[config.mk]
export PLATFORM = sky130hd
export DESIGN_NAME = ifu
export DESIGN_NICKNAME = d
export VERILOG_FILES = /design/src/include/fetch_defs.svh /design/src/hw/fetch_pkg.sv /design/src/hw/ifu.sv
export SDC_FILE = /design/constraint.sdc
export NUM_CORES = 1
export LEC_CHECK = 0
export BUFFER_PORTS_ARGS = -buffer_cell sky130_fd_sc_hd__clkbuf_2
export CAP_MARGIN = 10
export CORE_MARGIN = 1.5
export CORE_UTILIZATION = 42
export DETAILED_ROUTE_END_ITERATION = 8
export GPL_TIMING_DRIVEN = 0
export PLACE_DENSITY = 0.64
export SETUP_SLACK_MARGIN = 0.15
export SYNTH_ARGS = -nofsm -noshare
export SYNTH_HDL_FRONTEND = slang
export SYNTH_SLANG_ARGS = --single-unit
[constraint.sdc]
create_clock -name clock -period 5.7 [get_ports clock]
set_input_delay 1.71 -clock clock [delete_from_list [all_inputs] [get_ports clock]]
set_output_delay 1.71 -clock clock [all_outputs]
set_load 0.03 [all_outputs]
[src/include/fetch_defs.svh]
`ifndef FETCH_DEFS_SVH
`define FETCH_DEFS_SVH

// Boot address the fetch unit starts from
`define FETCH_RESET_PC 32'h30000000

// Instruction ROM depth in 32-bit words
`define FETCH_ROM_WORDS 256

// Cycles from address handshake to read data
`define FETCH_READ_LATENCY 3

`endif

[src/hw/fetch_pkg.sv]
package fetch_pkg;

    // --------------------
    // Basic types
    // --------------------
    typedef logic [31:0] addr_t;
    typedef logic [31:0] inst_t;

    // AXI read response, only the two codes this bus produces
    typedef logic [1:0] resp_t;
    localparam resp_t RESP_OKAY   = 2'b00;
    localparam resp_t RESP_SLVERR = 2'b10;

    // --------------------
    // Channel payloads
    // --------------------

    // Read data channel, rready is implied high
    typedef struct packed {
        inst_t data;
        resp_t resp;
    } rd_data_t;

    // Control flow request from the later stages
    typedef struct packed {
        addr_t target;
        logic  jump;
        logic  stop;
    } redirect_t;

    // Packet handed to decode
    typedef struct packed {
        addr_t pc;
        inst_t inst;
        logic  fault;
    } fetch_pkt_t;

    // --------------------
    // ROM contents
    // --------------------

    // Word pattern at a given word index, shared by ROM and model
    function automatic inst_t rom_word(input logic [31:0] index);
        return (index * 32'h9e3779b1) ^ 32'h00000013;
    endfunction

endpackage

[src/hw/ifu.sv]
module ifu #(
    parameter fetch_pkg::addr_t RESET_PC = '0
) (
    input  logic                  clock,
    input  logic                  reset,

    // Redirect from the later stages
    input  fetch_pkg::redirect_t  redir,

    // AXI read address channel
    output logic                  arvalid,
    input  logic                  arready,
    output fetch_pkg::addr_t      araddr,

    // AXI read data channel
    input  logic                  rvalid,
    input  fetch_pkg::rd_data_t   rdata,

    // Decode side
    output logic                  out_valid,
    input  logic                  out_ready,
    output fetch_pkg::fetch_pkt_t out_pkt,

    // Performance counter
    output logic [31:0]           fetch_count
);

    import fetch_pkg::*;

    addr_t     pc;
    addr_t     next_pc;
    redirect_t redir_q;
    logic      redir_held;
    logic      handoff;

    assign handoff    = out_valid && out_ready;
    assign redir_held = redir_q.jump || redir_q.stop;

    // Fetch address is always the current PC
    assign araddr = pc;

    // --------------------
    // Redirect latch
    // --------------------

    // Captures a redirect that shows up while the packet is not yet taken,
    // so it still applies at the handoff even if the live one is gone
    always_ff @(posedge clock) begin
        if (reset) begin
            redir_q.jump <= 1'b0;
            redir_q.stop <= 1'b0;
        end else if (handoff) begin
            redir_q.jump <= 1'b0;
            redir_q.stop <= 1'b0;
        end else if (!redir_held) begin
            redir_q <= redir;
        end
    end

    // --------------------
    // Program counter
    // --------------------

    // Stop beats latched jump beats live jump beats sequential
    always_comb begin
        if (redir.stop || redir_q.stop) begin
            next_pc = pc;
        end else if (redir_q.jump) begin
            next_pc = redir_q.target;
        end else if (redir.jump) begin
            next_pc = redir.target;
        end else begin
            next_pc = pc + 32'd4;
        end
    end

    always_ff @(posedge clock) begin
        if (reset) begin
            pc <= RESET_PC;
        end else if (handoff) begin
            pc <= next_pc;
        end
    end

    // --------------------
    // Read request
    // --------------------

    // One fetch in flight; next request only after decode takes the packet
    always_ff @(posedge clock) begin
        if (reset) begin
            arvalid <= 1'b1;
        end else if (handoff) begin
            arvalid <= 1'b1;
        end else if (arvalid && arready) begin
            arvalid <= 1'b0;
        end
    end

    // --------------------
    // Output register
    // --------------------
    always_ff @(posedge clock) begin
        if (reset) begin
            out_valid <= 1'b0;
        end else if (rvalid) begin
            out_valid <= 1'b1;
        end else if (handoff) begin
            out_valid <= 1'b0;
        end
    end

    // PC still points at the fetched word until the handoff
    always_ff @(posedge clock) begin
        if (rvalid) begin
            out_pkt.pc <= pc;
            if (rdata.resp == RESP_OKAY) begin
                out_pkt.inst  <= rdata.data;
                out_pkt.fault <= 1'b0;
            end else begin
                // Access fault, no instruction bits passed on
                out_pkt.inst  <= '0;
                out_pkt.fault <= 1'b1;
            end
        end
    end

    // Fetched words, faults included
    always_ff @(posedge clock) begin
        if (reset) begin
            fetch_count <= '0;
        end else if (rvalid) begin
            fetch_count <= fetch_count + 32'd1;
        end
    end

endmodule

After elaboration in Yosys (flattened, before gate mapping)
Index checks and enable logic that the tools add are counted.
{"block": "op_classes", "n_addsub": 2, "n_mux": 5, "bitwise_logic": 4, "reduce_logical": 9}
{"cell": "two-way mux 32 bit", "n": 2}
{"cell": "adder 32 x 1 -> 32 bit, second input constant", "n": 1}
{"cell": "adder 32 x 3 -> 32 bit, second input constant", "n": 1}
{"cell": "NOT 1 bit", "n": 4}
{"cell": "two-way mux 1 bit", "n": 3}
{"cell": "AND reduction 3 bit", "n": 1}
{"cell": "logical AND 1 bit", "n": 2}
{"cell": "logical NOT 2 bit", "n": 1}
{"cell": "logical OR 1 bit", "n": 2}
{"cell": "AND reduction 2 bit", "n": 1}
{"cell": "nonzero test 2 bit", "n": 1}
{"cell": "OR reduction 2 bit", "n": 1}
{"block": "word_totals", "regBits": 165, "inputBits": 73, "word_cells": 30}

Longest topological paths before layout
{"block": "logic_depth", "depth_word": 3, "depth_mapped": 7, "mapped_depth_nobuf": 6}

Worst setup path after synthesis
No wires, ideal clock.
{"block": "synth_path", "path_kind": "in2reg", "from": "input port reset", "to": "register redir_q[10] in the netlist's numbering (enable)", "setup_time_ps": 461, "arrival_time_ps": 4491, "t_required_ps": 5239, "setup_slack_ps": 748, "cell_stages": 4, "n_path_buf": 2, "path_cell_list": "clkbuf_1 > buf_1 > a21o_1 > nor3_1"}
{"block": "synth_via", "elab_chain_len": 2}
{"element": "start, declared", "line": "ifu.sv:5", "rtl": "input logic reset,"}
{"element": "NOT 1 bit (no source line)"}
{"element": "AND reduction 3 bit (no source line)"}
{"element": "end signal, assigned", "line": "ifu.sv:56", "rtl": "redir_q <= redir;"}
{"element": "end, declared", "line": "ifu.sv:32", "rtl": "redirect_t redir_q;"}
No other way between the ends.
A chain may end at the register's enable or synchronous reset.

==> out/metrics.csv <==
metric;value;unit
path_clk_slew;0.06;ns
synthToLayoutAreaGrowth;28.1;%
yosys-top-cells-area;edfxtp_1 41%, dfxtp_1 19%, nor2_1 3.3%, and2_1 2.8%, o21ai_0 2.5%;
grt_overflow;0;
drc_errors;0;
worstSetupPathType;in2reg;
detail_route.wl_per_cell;18.6;um
ys_ff_latch;165;
power.density;315;nW/um2
worstMarginPinSlew;0.945;ns
setup_viol;0;
fillers;1470;
fp.dieW;133;um
avgViaCountPerCell;5.65;
grt_usage;23.0;%
status;finished clean;
num_vias;6097;
synth_cell_types;67;
yosysTopAreaCellShare;41.3;%
synth_edf_count;97;
pwr-share-clk;42.9;%
crit_fanout;66;
ys_warn_count;0;
syn_nets;696;
cts-buffers-inserted;17;
ys_seq_area_share;60.6;%
ctsHtreeMaxLevel;4;
p_switching;0.000671;W
clockBufferDepth;2;
placed_cell_area;8380;um2
combPwrFrac;9.8;%
holdBufCountCts;0;
antenna_found_initial;0;
crit_path_start_kind;input pin;
clkLatencyLatePin;0.43;ns
cp.required;6.00;ns
routed_wl;20.1;mm
period_share;64.3;%
cts_sinks;165;
power;0.00284;W
io_pins;204;
dieArea;17600;um2
grt_setup_unrepaired;false;
p_int;0.00217;W
synth_ff_type;edfxtp_1;
fp-row-count;47;
clock-root-buffer;clkbuf_16;
hold_viol;0;
async_reset_ff_share;0;%
first_global_vias;5898;
syn_area_per_cell;11.4;um2
p_leak;3.56;nW
synth_most_common_cell;edfxtp_1;
drv_slew;0;
core_area;16500;um2
hpwl;14.3;mm
grt_max_degree;67;
fmaxAchievable;0.273;GHz
layout.nets;921;
hold_class;reg2reg;
synth_area_leader_cell;edfxtp_1;
grt_pass1_wl;31.4;mm
critPathArrivalTime;3.96;ns
diodes;0;
synth_area;7050;um2
ant_nets;0;
place.gp.congestion;0.917;
postCtsSetupRepairBufs;0;
port_buffers;203;
skew;0.00498;ns
chipHeight;133;um
yosys-top-cells-count;97 x edfxtp_1, 68 x dfxtp_1, 62 x nor2_1;
post_cts_resize_count;0;
finalCriticalPeriod;3.66;ns
endpoint_kind;flop;
syn_inst;621;
first_pass_iters;5;
pwr-share-seq;47.4;%
drtIter0Drc;619;
swShare;23.6;%
drive_gt1_share;30.5;%
start_util;42.8;%
cts_tree;yes;
max_slew_margin;37.0;%
peakVddDrop;0.194;mV
fin_area;9030;um2
maxCapViolCount;0;
through the flow:
| stage | utilization [%] | std cells | TNS [ns] | hold WS, ns | worst slack (ns) |
|---|---|---|---|---|---|
| after floorplan | - | 621 | 0 | 0.479 | 0.748 |
| after global placement | 50.7 | 1044 | -32.13 | 0.436 | -1.01 |
| after detailed placement | 50.9 | 1047 | 0 | 0.446 | 1.51 |
| after CTS | 54.8 | 1079 | 0 | 0.467 | 1.97 |
| after global routing | 54.8 | 1079 | 0 | 0.497 | 1.82 |
| final | 54.8 | 1079 | 0 | 0.463 | 2.04 |
critical path: stages:
cell and delay, ns:
clkbuf_4 0.70, buf_4 0.30, nand3_1 0.10, or3_4 0.44
buf_2 0.21, nor4_2 0.27, xnor2_1 0.16, nor2_1 0.06
flip-flops by register name, indices dropped and copies added (netlist names):
register     count
fetch_count     32
out_valid        1
redir_q         34
out_pkt         65
araddr          32
arvalid          1
final cells by class:
cell class                      count  area, um2  area share [%]
Multi-Input combinational cell    406       2570            28.5
Timing Repair Buffer              206       1050            11.7
Inverter                           15       56.3           0.624
Clock inverter                      6       82.6           0.915
Sequential cell                   165       4270            47.3
Buffer                             35        153            1.69
Tap cell                          220        275            3.05
Clock buffer                       26        563            6.24
layer usage:
layer	vias to the layer above	global-route usage (%)	share of wire (%)
met4	0	9.95	2.2
met1	2935	29.7	42
met5	-	0	0
li1	2781	-	-
met3	40	5.48	8.6
met2	341	37.2	47
power by group through the flow:
stage          clock network, W  registers, W  logic [W]
3_5_place_dp                  0       0.00137   0.000277
6_report                0.00122       0.00135   0.000278
4_1_cts                 0.00124       0.00135   0.000278
3_3_place_gp                  0       0.00137   0.000268
2_1_floorplan                 0       0.00144  0.0000861
5_1_grt                 0.00129       0.00135   0.000297
cells in the final DEF (no fill, tap or decap), types with 3 or more instances in the layout:
master,netlist,final
clkbuf_2,0,202
edfxtp_1,97,97
dfxtp_1,68,68
nor2_1,62,62
nand2_1,35,35
o21ai_0,35,35
and2_1,32,32
a21oi_1,31,31
clkbuf_1,24,26
clkbuf_16,0,20
nand3_1,17,17
xnor2_1,17,17
inv_1,15,15
a22oi_1,15,15
nand4_1,14,14
and3_1,10,10
nor3_1,10,9
or3_1,9,9
xor2_1,9,9
and4_1,8,8
nor4_2,7,7
buf_1,6,6
mux2i_1,6,6
nor4_1,6,6
o211ai_1,6,6
buf_6,2,5
o32ai_1,5,5
nand3b_1,4,4
a31oi_1,4,4
a221oi_1,4,4
a22o_1,4,4
clkbuf_8,0,4
a21o_1,3,3
o22ai_1,3,3
a211o_1,3,3
nor4b_1,3,3
o31ai_1,3,3
clkinv_2,0,3
path summary, 6_finish.rpt:
kind	from	end	slack (ns)	cells past startpoint
setup reg to reg	araddr[2]	araddr[28]	3.26	6
hold reg to reg	arvalid	arvalid	0.46	1
setup / recovery	rvalid	fetch_count[30]	2.04	8
hold / removal	arvalid	arvalid	0.46	1
cells by family after synthesis:
family,share of synthesized area [%]
fa+ha+maj,0.355
mux,0.852
compound gates,13.2
flops,60.6
simple gates,18.8
buf+inv,2.96
xor+xnor,3.23
Note: power is estimated with default switching activity, not from simulation.
