===== src/include/fetch_defs.svh =====
`ifndef FETCH_DEFS_SVH
`define FETCH_DEFS_SVH

// Boot address the fetch unit starts from
`define FETCH_RESET_PC 32'h30000000

// Instruction ROM depth in 32-bit words
`define FETCH_ROM_WORDS 256

// Cycles from address handshake to read data
`define FETCH_READ_LATENCY 3

`endif


===== src/hw/fetch_pkg.sv =====
package fetch_pkg;

    // --------------------
    // Basic types
    // --------------------
    typedef logic [31:0] addr_t;
    typedef logic [31:0] inst_t;

    // AXI read response, only the two codes this bus produces
    typedef logic [1:0] resp_t;
    localparam resp_t RESP_OKAY   = 2'b00;
    localparam resp_t RESP_SLVERR = 2'b10;

    // --------------------
    // Channel payloads
    // --------------------

    // Read data channel, rready is implied high
    typedef struct packed {
        inst_t data;
        resp_t resp;
    } rd_data_t;

    // Control flow request from the later stages
    typedef struct packed {
        addr_t target;
        logic  jump;
        logic  stop;
    } redirect_t;

    // Packet handed to decode
    typedef struct packed {
        addr_t pc;
        inst_t inst;
        logic  fault;
    } fetch_pkt_t;

    // --------------------
    // ROM contents
    // --------------------

    // Word pattern at a given word index, shared by ROM and model
    function automatic inst_t rom_word(input logic [31:0] index);
        return (index * 32'h9e3779b1) ^ 32'h00000013;
    endfunction

endpackage


===== src/hw/inst_rom.sv =====
module inst_rom #(
    parameter int ROM_WORDS    = 1,
    parameter int READ_LATENCY = 1
) (
    input  logic                clock,
    input  logic                reset,

    // AXI read address channel
    input  logic                arvalid,
    output logic                arready,
    input  fetch_pkg::addr_t    araddr,

    // AXI read data channel
    output logic                rvalid,
    output fetch_pkg::rd_data_t rdata
);

    import fetch_pkg::*;

    localparam int IDX_W = (ROM_WORDS > 1) ? $clog2(ROM_WORDS) : 1;
    localparam int CNT_W = (READ_LATENCY > 1) ? $clog2(READ_LATENCY) : 1;

    inst_t            mem [ROM_WORDS];
    logic             busy;
    logic [CNT_W-1:0] delay_cnt;
    logic [IDX_W-1:0] idx_q;
    logic             err_q;
    logic             in_range;

    // --------------------
    // Contents
    // --------------------
    initial begin
        for (int i = 0; i < ROM_WORDS; i++) begin
            mem[i] = rom_word(32'(i));
        end
    end

    // Word index is the byte address over four
    assign in_range = (araddr >> 2) < 32'(ROM_WORDS);

    // Idle means ready to take an address
    assign arready = !busy;

    // --------------------
    // Latency control
    // --------------------

    // Countdown loaded at the handshake, response fires when it hits zero
    always_ff @(posedge clock) begin
        if (reset) begin
            busy      <= 1'b0;
            delay_cnt <= '0;
            rvalid    <= 1'b0;
        end else begin
            rvalid <= 1'b0;
            if (!busy) begin
                if (arvalid) begin
                    busy      <= 1'b1;
                    delay_cnt <= CNT_W'(READ_LATENCY - 1);
                end
            end else if (delay_cnt == '0) begin
                busy   <= 1'b0;
                rvalid <= 1'b1;
            end else begin
                delay_cnt <= delay_cnt - 1'b1;
            end
        end
    end

    // Address and range result held for the whole read
    always_ff @(posedge clock) begin
        if (arvalid && arready) begin
            idx_q <= araddr[IDX_W+1:2];
            err_q <= !in_range;
        end
    end

    // Read data, zero with SLVERR when out of range
    always_ff @(posedge clock) begin
        if (busy && delay_cnt == '0) begin
            if (err_q) begin
                rdata.data <= '0;
                rdata.resp <= RESP_SLVERR;
            end else begin
                rdata.data <= mem[idx_q];
                rdata.resp <= RESP_OKAY;
            end
        end
    end

endmodule


===== config.mk =====
export PLATFORM = sky130hd
export DESIGN_NAME = inst_rom
export DESIGN_NICKNAME = d
export VERILOG_FILES = /design/src/include/fetch_defs.svh /design/src/hw/fetch_pkg.sv /design/src/hw/inst_rom.sv
export SDC_FILE = /design/constraint.sdc
export NUM_CORES = 1
export LEC_CHECK = 0
export ABC_AREA = 1
export BUFFER_PORTS_ARGS = -buffer_cell sky130_fd_sc_hd__buf_2
export CORE_MARGIN = 2
export CORE_UTILIZATION = 36
export CTS_BUF_LIST = sky130_fd_sc_hd__clkbuf_8
export CTS_CLUSTER_DIAMETER = 100
export DETAILED_ROUTE_END_ITERATION = 12
export PLACE_DENSITY = 0.88
export SLEW_MARGIN = 20
export SYNTH_ARGS = -nofsm -noshare
export SYNTH_HDL_FRONTEND = slang
export SYNTH_SLANG_ARGS = --single-unit

===== constraint.sdc =====
create_clock -name clock -period 1.65 [get_ports clock]
set_input_delay 0.165 -clock clock [delete_from_list [all_inputs] [get_ports clock]]
set_output_delay 0.165 -clock clock [all_outputs]
set_load 0.005 [all_outputs]

# Yosys cells after proc, flatten, opt, wreduce, memory -nomap -nowiden
# Index checks and enable logic that the tools add are counted.
dict set report word_totals {
  regBits 38
  in_bits 35
  output_inout_bits 36
}
dict set report op_classes {
  n_addsub 1
  n_lt_le_gt_ge 1
  muxes 8
  n_bitwise 2
  reduce_logical 6
}
# op n
set op_table {}
lappend op_table {{30-bit by 1-bit < comparator with 1-bit output (second input constant)} 1}
lappend op_table {{1-bit two-way mux} 7}
lappend op_table {{1-bit logical AND} 2}
lappend op_table {{1-bit zero test} 2}
lappend op_table {{2-bit two-way mux} 1}
lappend op_table {{1-bit NOT} 2}
lappend op_table {{2-bit nonzero test} 1}
lappend op_table {{2-bit OR reduction} 1}
lappend op_table {{1-bit subtractor (second input constant)} 1}

# Logic depth before layout (Yosys ltp)
dict set report logic_depth {
  word_depth 3
  ltp_mapped 6
  depth_no_buf 6
}

# Worst setup path before layout
# OpenSTA, ideal clock, no wires.
dict set report synth_timing {
  path_kind {input -> register}
  from {input port araddr[18]}
  to {register err_q, data pin}
  setup_ns 0.254
  arrival_time_ns 0.501
  required_time_ns 1.396
  path_slack_ns 0.895
  stages 6
  n_path_buf 0
  path_cell_list {inv_1 nand2_1 nor2_1 nand2_1 nor2_1 nand2_1}
}
dict set report synth_via {
  elab_chain_cells 2
}
# element line_no
set synth_lines {}
lappend synth_lines {{start, declared} inst_rom.sv:11} ;# input fetch_pkg::addr_t araddr,
lappend synth_lines {{30-bit by 1-bit < comparator with 1-bit output} inst_rom.sv:40} ;# assign in_range = (araddr >> 2) < 32'(ROM_WORDS);
lappend synth_lines {{1-bit zero test} inst_rom.sv:75} ;# err_q <= !in_range;
lappend synth_lines {{end signal, assigned} inst_rom.sv:75}
lappend synth_lines {{end, declared} inst_rom.sv:27} ;# logic err_q;
# No other way between the ends.
# A chain may end at the register's enable or synchronous reset.

# Final worst setup path
dict set report layout_timing {
  from {register busy}
  to {output port arready}
}
dict set report layout_via {
  elab_chain_cells 1
}
# element line_no
set layout_lines {}
lappend layout_lines {{start, declared} inst_rom.sv:24} ;# logic busy;
lappend layout_lines {{start signal, assigned} inst_rom.sv:52} ;# busy <= 1'b0;
lappend layout_lines {{start signal, assigned} inst_rom.sv:59} ;# busy <= 1'b1;
lappend layout_lines {{start signal, assigned} inst_rom.sv:63} ;# busy <= 1'b0;
lappend layout_lines {{1-bit zero test} --}
lappend layout_lines {{end, declared} inst_rom.sv:10} ;# output logic arready,
# No other way between the ends.

==> results.py <==
metrics = {
    "run_status": {
        "status": "complete, no violations",
    },
    "final_layout": {
        "n_fill_cell": 160,
        "final_layout_size_suffix_gt1_share_pct": 31.30,
        "regArea_um2": 130.1,
        "multiInputGateArea_um2": 234.0,
        "area_delta_synth_final_pct": 21.29,
        "fin_nets": 167,
        "num_antenna_cells": 0,
    },
    "synth": {
        "synth_xor_area_share_pct": 0,
        "ys_seq_area_share_pct": 22.37,
        "synth_cell_type_count": 10,
        "synth.largest_area_cell": "buf_4",
        "synth_compound_area_share_pct": 0,
        "synth_top_family_by_area": "buffers and inverters",
        "synth_seq_cells": 5,
        "synthAdderAreaFrac_pct": 0,
        "synthMuxAreaShare_pct": 0,
        "yosys-top-cells-area": "buf_4 41%, edfxtp_1 15%, inv_1 15%",
        "syn_inst": 92,
        "syn_area_um2": 581.8,
        "yosysWarnings": 0,
        "synthSimpleGateAreaFrac_pct": 20.86,
        "synth.avg_cell_area_um2": 6.324,
        "yosysTopAreaCellShare_pct": 41.29,
    },
    "clock_network": {
        "cts_tree": "done",
        "cts.sinks": 5,
        "cts_setup_buffers": 0,
        "htree_levels": 1,
        "clockBufferDepth": 2,
        "cts_buffers": 3,
        "ctsHoldBuffers": 0,
        "cts_resized": 0,
        "clock_latency_ps": 220,
        "cts_root_buf": "clkbuf_8",
        "clk_pin_slew_ps": 30,
    },
    "worst_setup_path": {
        "path_max_fanout": 5,
        "critPathArrivalTime_ps": 810,
        "crit_end": "arready",
        "rrSetupSlack_ps": 890,
        "crit_path_cell_trace": "inv_1, buf_2",
        "end_kind": "output pin",
        "critPathRequiredTime_ps": 1480,
        "crit_start": "busy",
        "slowest_delay_ps": 390,
        "crit_cells": 2,
        "crit_buf_inv": 2,
        "worstRegToRegCells": 1,
        "timing.rr.end": "err_q",
        "rr_startpoint": "busy",
        "worst_path_max_delay_cell": "dfxtp_1",
        "crit_family": "flip-flops",
        "cp-start-kind": "flip-flop",
        "path_class": "flip-flop to output pin",
    },
    "detailed_routing": {
        "drt_iter0_drc": 9,
        "wl_per_cell_um": 6.735,
        "dr.pass1.iters": 2,
        "wl_um": 990,
        "via_per_inst": 3.551,
        "dr_total_vias": 522,
        "post-route-drc-count": 0,
        "final_antenna_net_count": 0,
    },
    "floorplanning": {
        "die_x_um": 44.20,
        "start_util_pct": 38.62,
        "placementRows": 14,
        "fp.dieH_um": 44.20,
        "die_area_um2": 1954,
        "boundaryPins": 71,
        "fp.coreArea_um2": 1506,
    },
    "timing": {
        "fin_crit_sh_pct": 58.87,
        "setup_violations": 0,
        "hold_viol_final": 0,
        "finalSetupTns_ps": 0,
        "slew_violations": 0,
        "rsz0062_at_grt": "no",
        "fmax_mhz": 1030,
        "final.setup.worst_slack_ps": 678.7,
        "hold_ws_ps": 127.9,
        "fin_skew_ps": 1.603,
        "post-route-min-period_ps": 971.3,
    },
    "power_and_ir_drop": {
        "pwr-share-clk_pct": 49.3,
        "p_sw_share_pct": 23.36,
        "p_leak_nw": 0.4874,
        "power.density_nw_per_um2": 621.2,
        "power.switching_mw": 0.1024,
        "seq_power_share_pct": 31.9,
        "irDropWorstVdd_v": 0.0003143,
        "p_total_mw": 0.4384,
        "p_int_mw": 0.3360,
        "p_comb_share_pct": 18.8,
    },
    "grt": {
        "grt_pass1_vias": 470,
        "antenna_found_initial": 0,
        "grt_start_max_net_pins": 6,
        "grt_pass1_wl_um": 1511,
        "grt_overflow": 0,
        "grt_usage_pct": 10.79,
    },
    "hold_path": {
        "hold_path.class": "input pin to flip-flop",
    },
    "placement": {
        "io_buffers": 38,
        "gp_congestion": 0.6638,
        "dp_slack_ps": 719.9,
        "hpwlAfterDp_um": 926.7,
    },
    "flow_run": {
        "maxCapViolCount": 0,
    },
}
[layout make-up]
cell class / instances / share of cell area (%)
Tap cell: 16 / 2.837
Sequential cell: 5 / 18.44
Timing Repair Buffer: 38 / 26.95
Clock buffer: 3 / 5.851
Inverter: 23 / 12.23
Clock inverter: 1 / 0.5319
Multi-Input combinational cell: 61 / 33.16
[through the flow]
stage                     instances  util [%]  cell area, um^2
after floorplan                 121         -            690.7
after global placement          143     43.85            660.6
after detailed placement        143     43.85            660.6
after CTS                       147     46.84            705.7
after global routing            147     46.84            705.7
final                           147     46.84            705.7
[cell usage after synthesis, drive strengths merged]
| library cell | n |
|---|---|
| nand3 | 1 |
| inv | 23 |
| nor2 | 14 |
| buf | 32 |
| dfxtp | 2 |
| nand2 | 14 |
| edfxtp | 3 |
| nor3 | 1 |
| conb | 1 |
| and2 | 1 |
[cell families after synthesis]
family                 after synthesis
buffers and inverters               55
and+or+nand+nor                     31
DFF                                  5
other                                1
[worst min-delay path by stage]
stage	end	slack, ps	startpoint	cells after the start
floorplan	rvalid	240	reset	1
global placement	rvalid	340	reset	2
CTS	rvalid	130	reset	2
finish	rvalid	130	reset	2
detailed placement	rvalid	350	reset	2
global route	rvalid	150	reset	2
[sequential cells by signal (all words and copies together), names as in the netlist]
| register | flops |
|---|---|
| rvalid | 1 |
| err_q | 1 |
| rdata | 2 |
| busy | 1 |
[cells in the final DEF, fill, tap and decap left out]
cell and n:
nand3_1 1, nor2_1 14, clkbuf_8 3, nor3_1 1, inv_1 24, and2_1 1
buf_2 38, nand2_1 14, edfxtp_1 3, conb_1 30, dfxtp_1 2
[metal layers]
layer  share of wire (%)  track usage, %  vias to the layer above
met2                  52           21.18                       41
met1                  32           8.728                      207
li1                    -               -                      272
met3                  15           3.673                        2
met5                   0               0                        -
met4                 1.4           7.273                        0
[power by group through the flow]
stage / sequential (mW) / combinational (mW) / clock (mW)
after floorplan: 0.142 / 0.0906 / 0
after global placement: 0.141 / 0.0786 / 0
after detailed placement: 0.142 / 0.0816 / 0
after CTS: 0.140 / 0.0818 / 0.222
after global routing: 0.140 / 0.0965 / 0.231
final: 0.140 / 0.0823 / 0.216
Note: power is estimated with default switching activity, not from simulation.
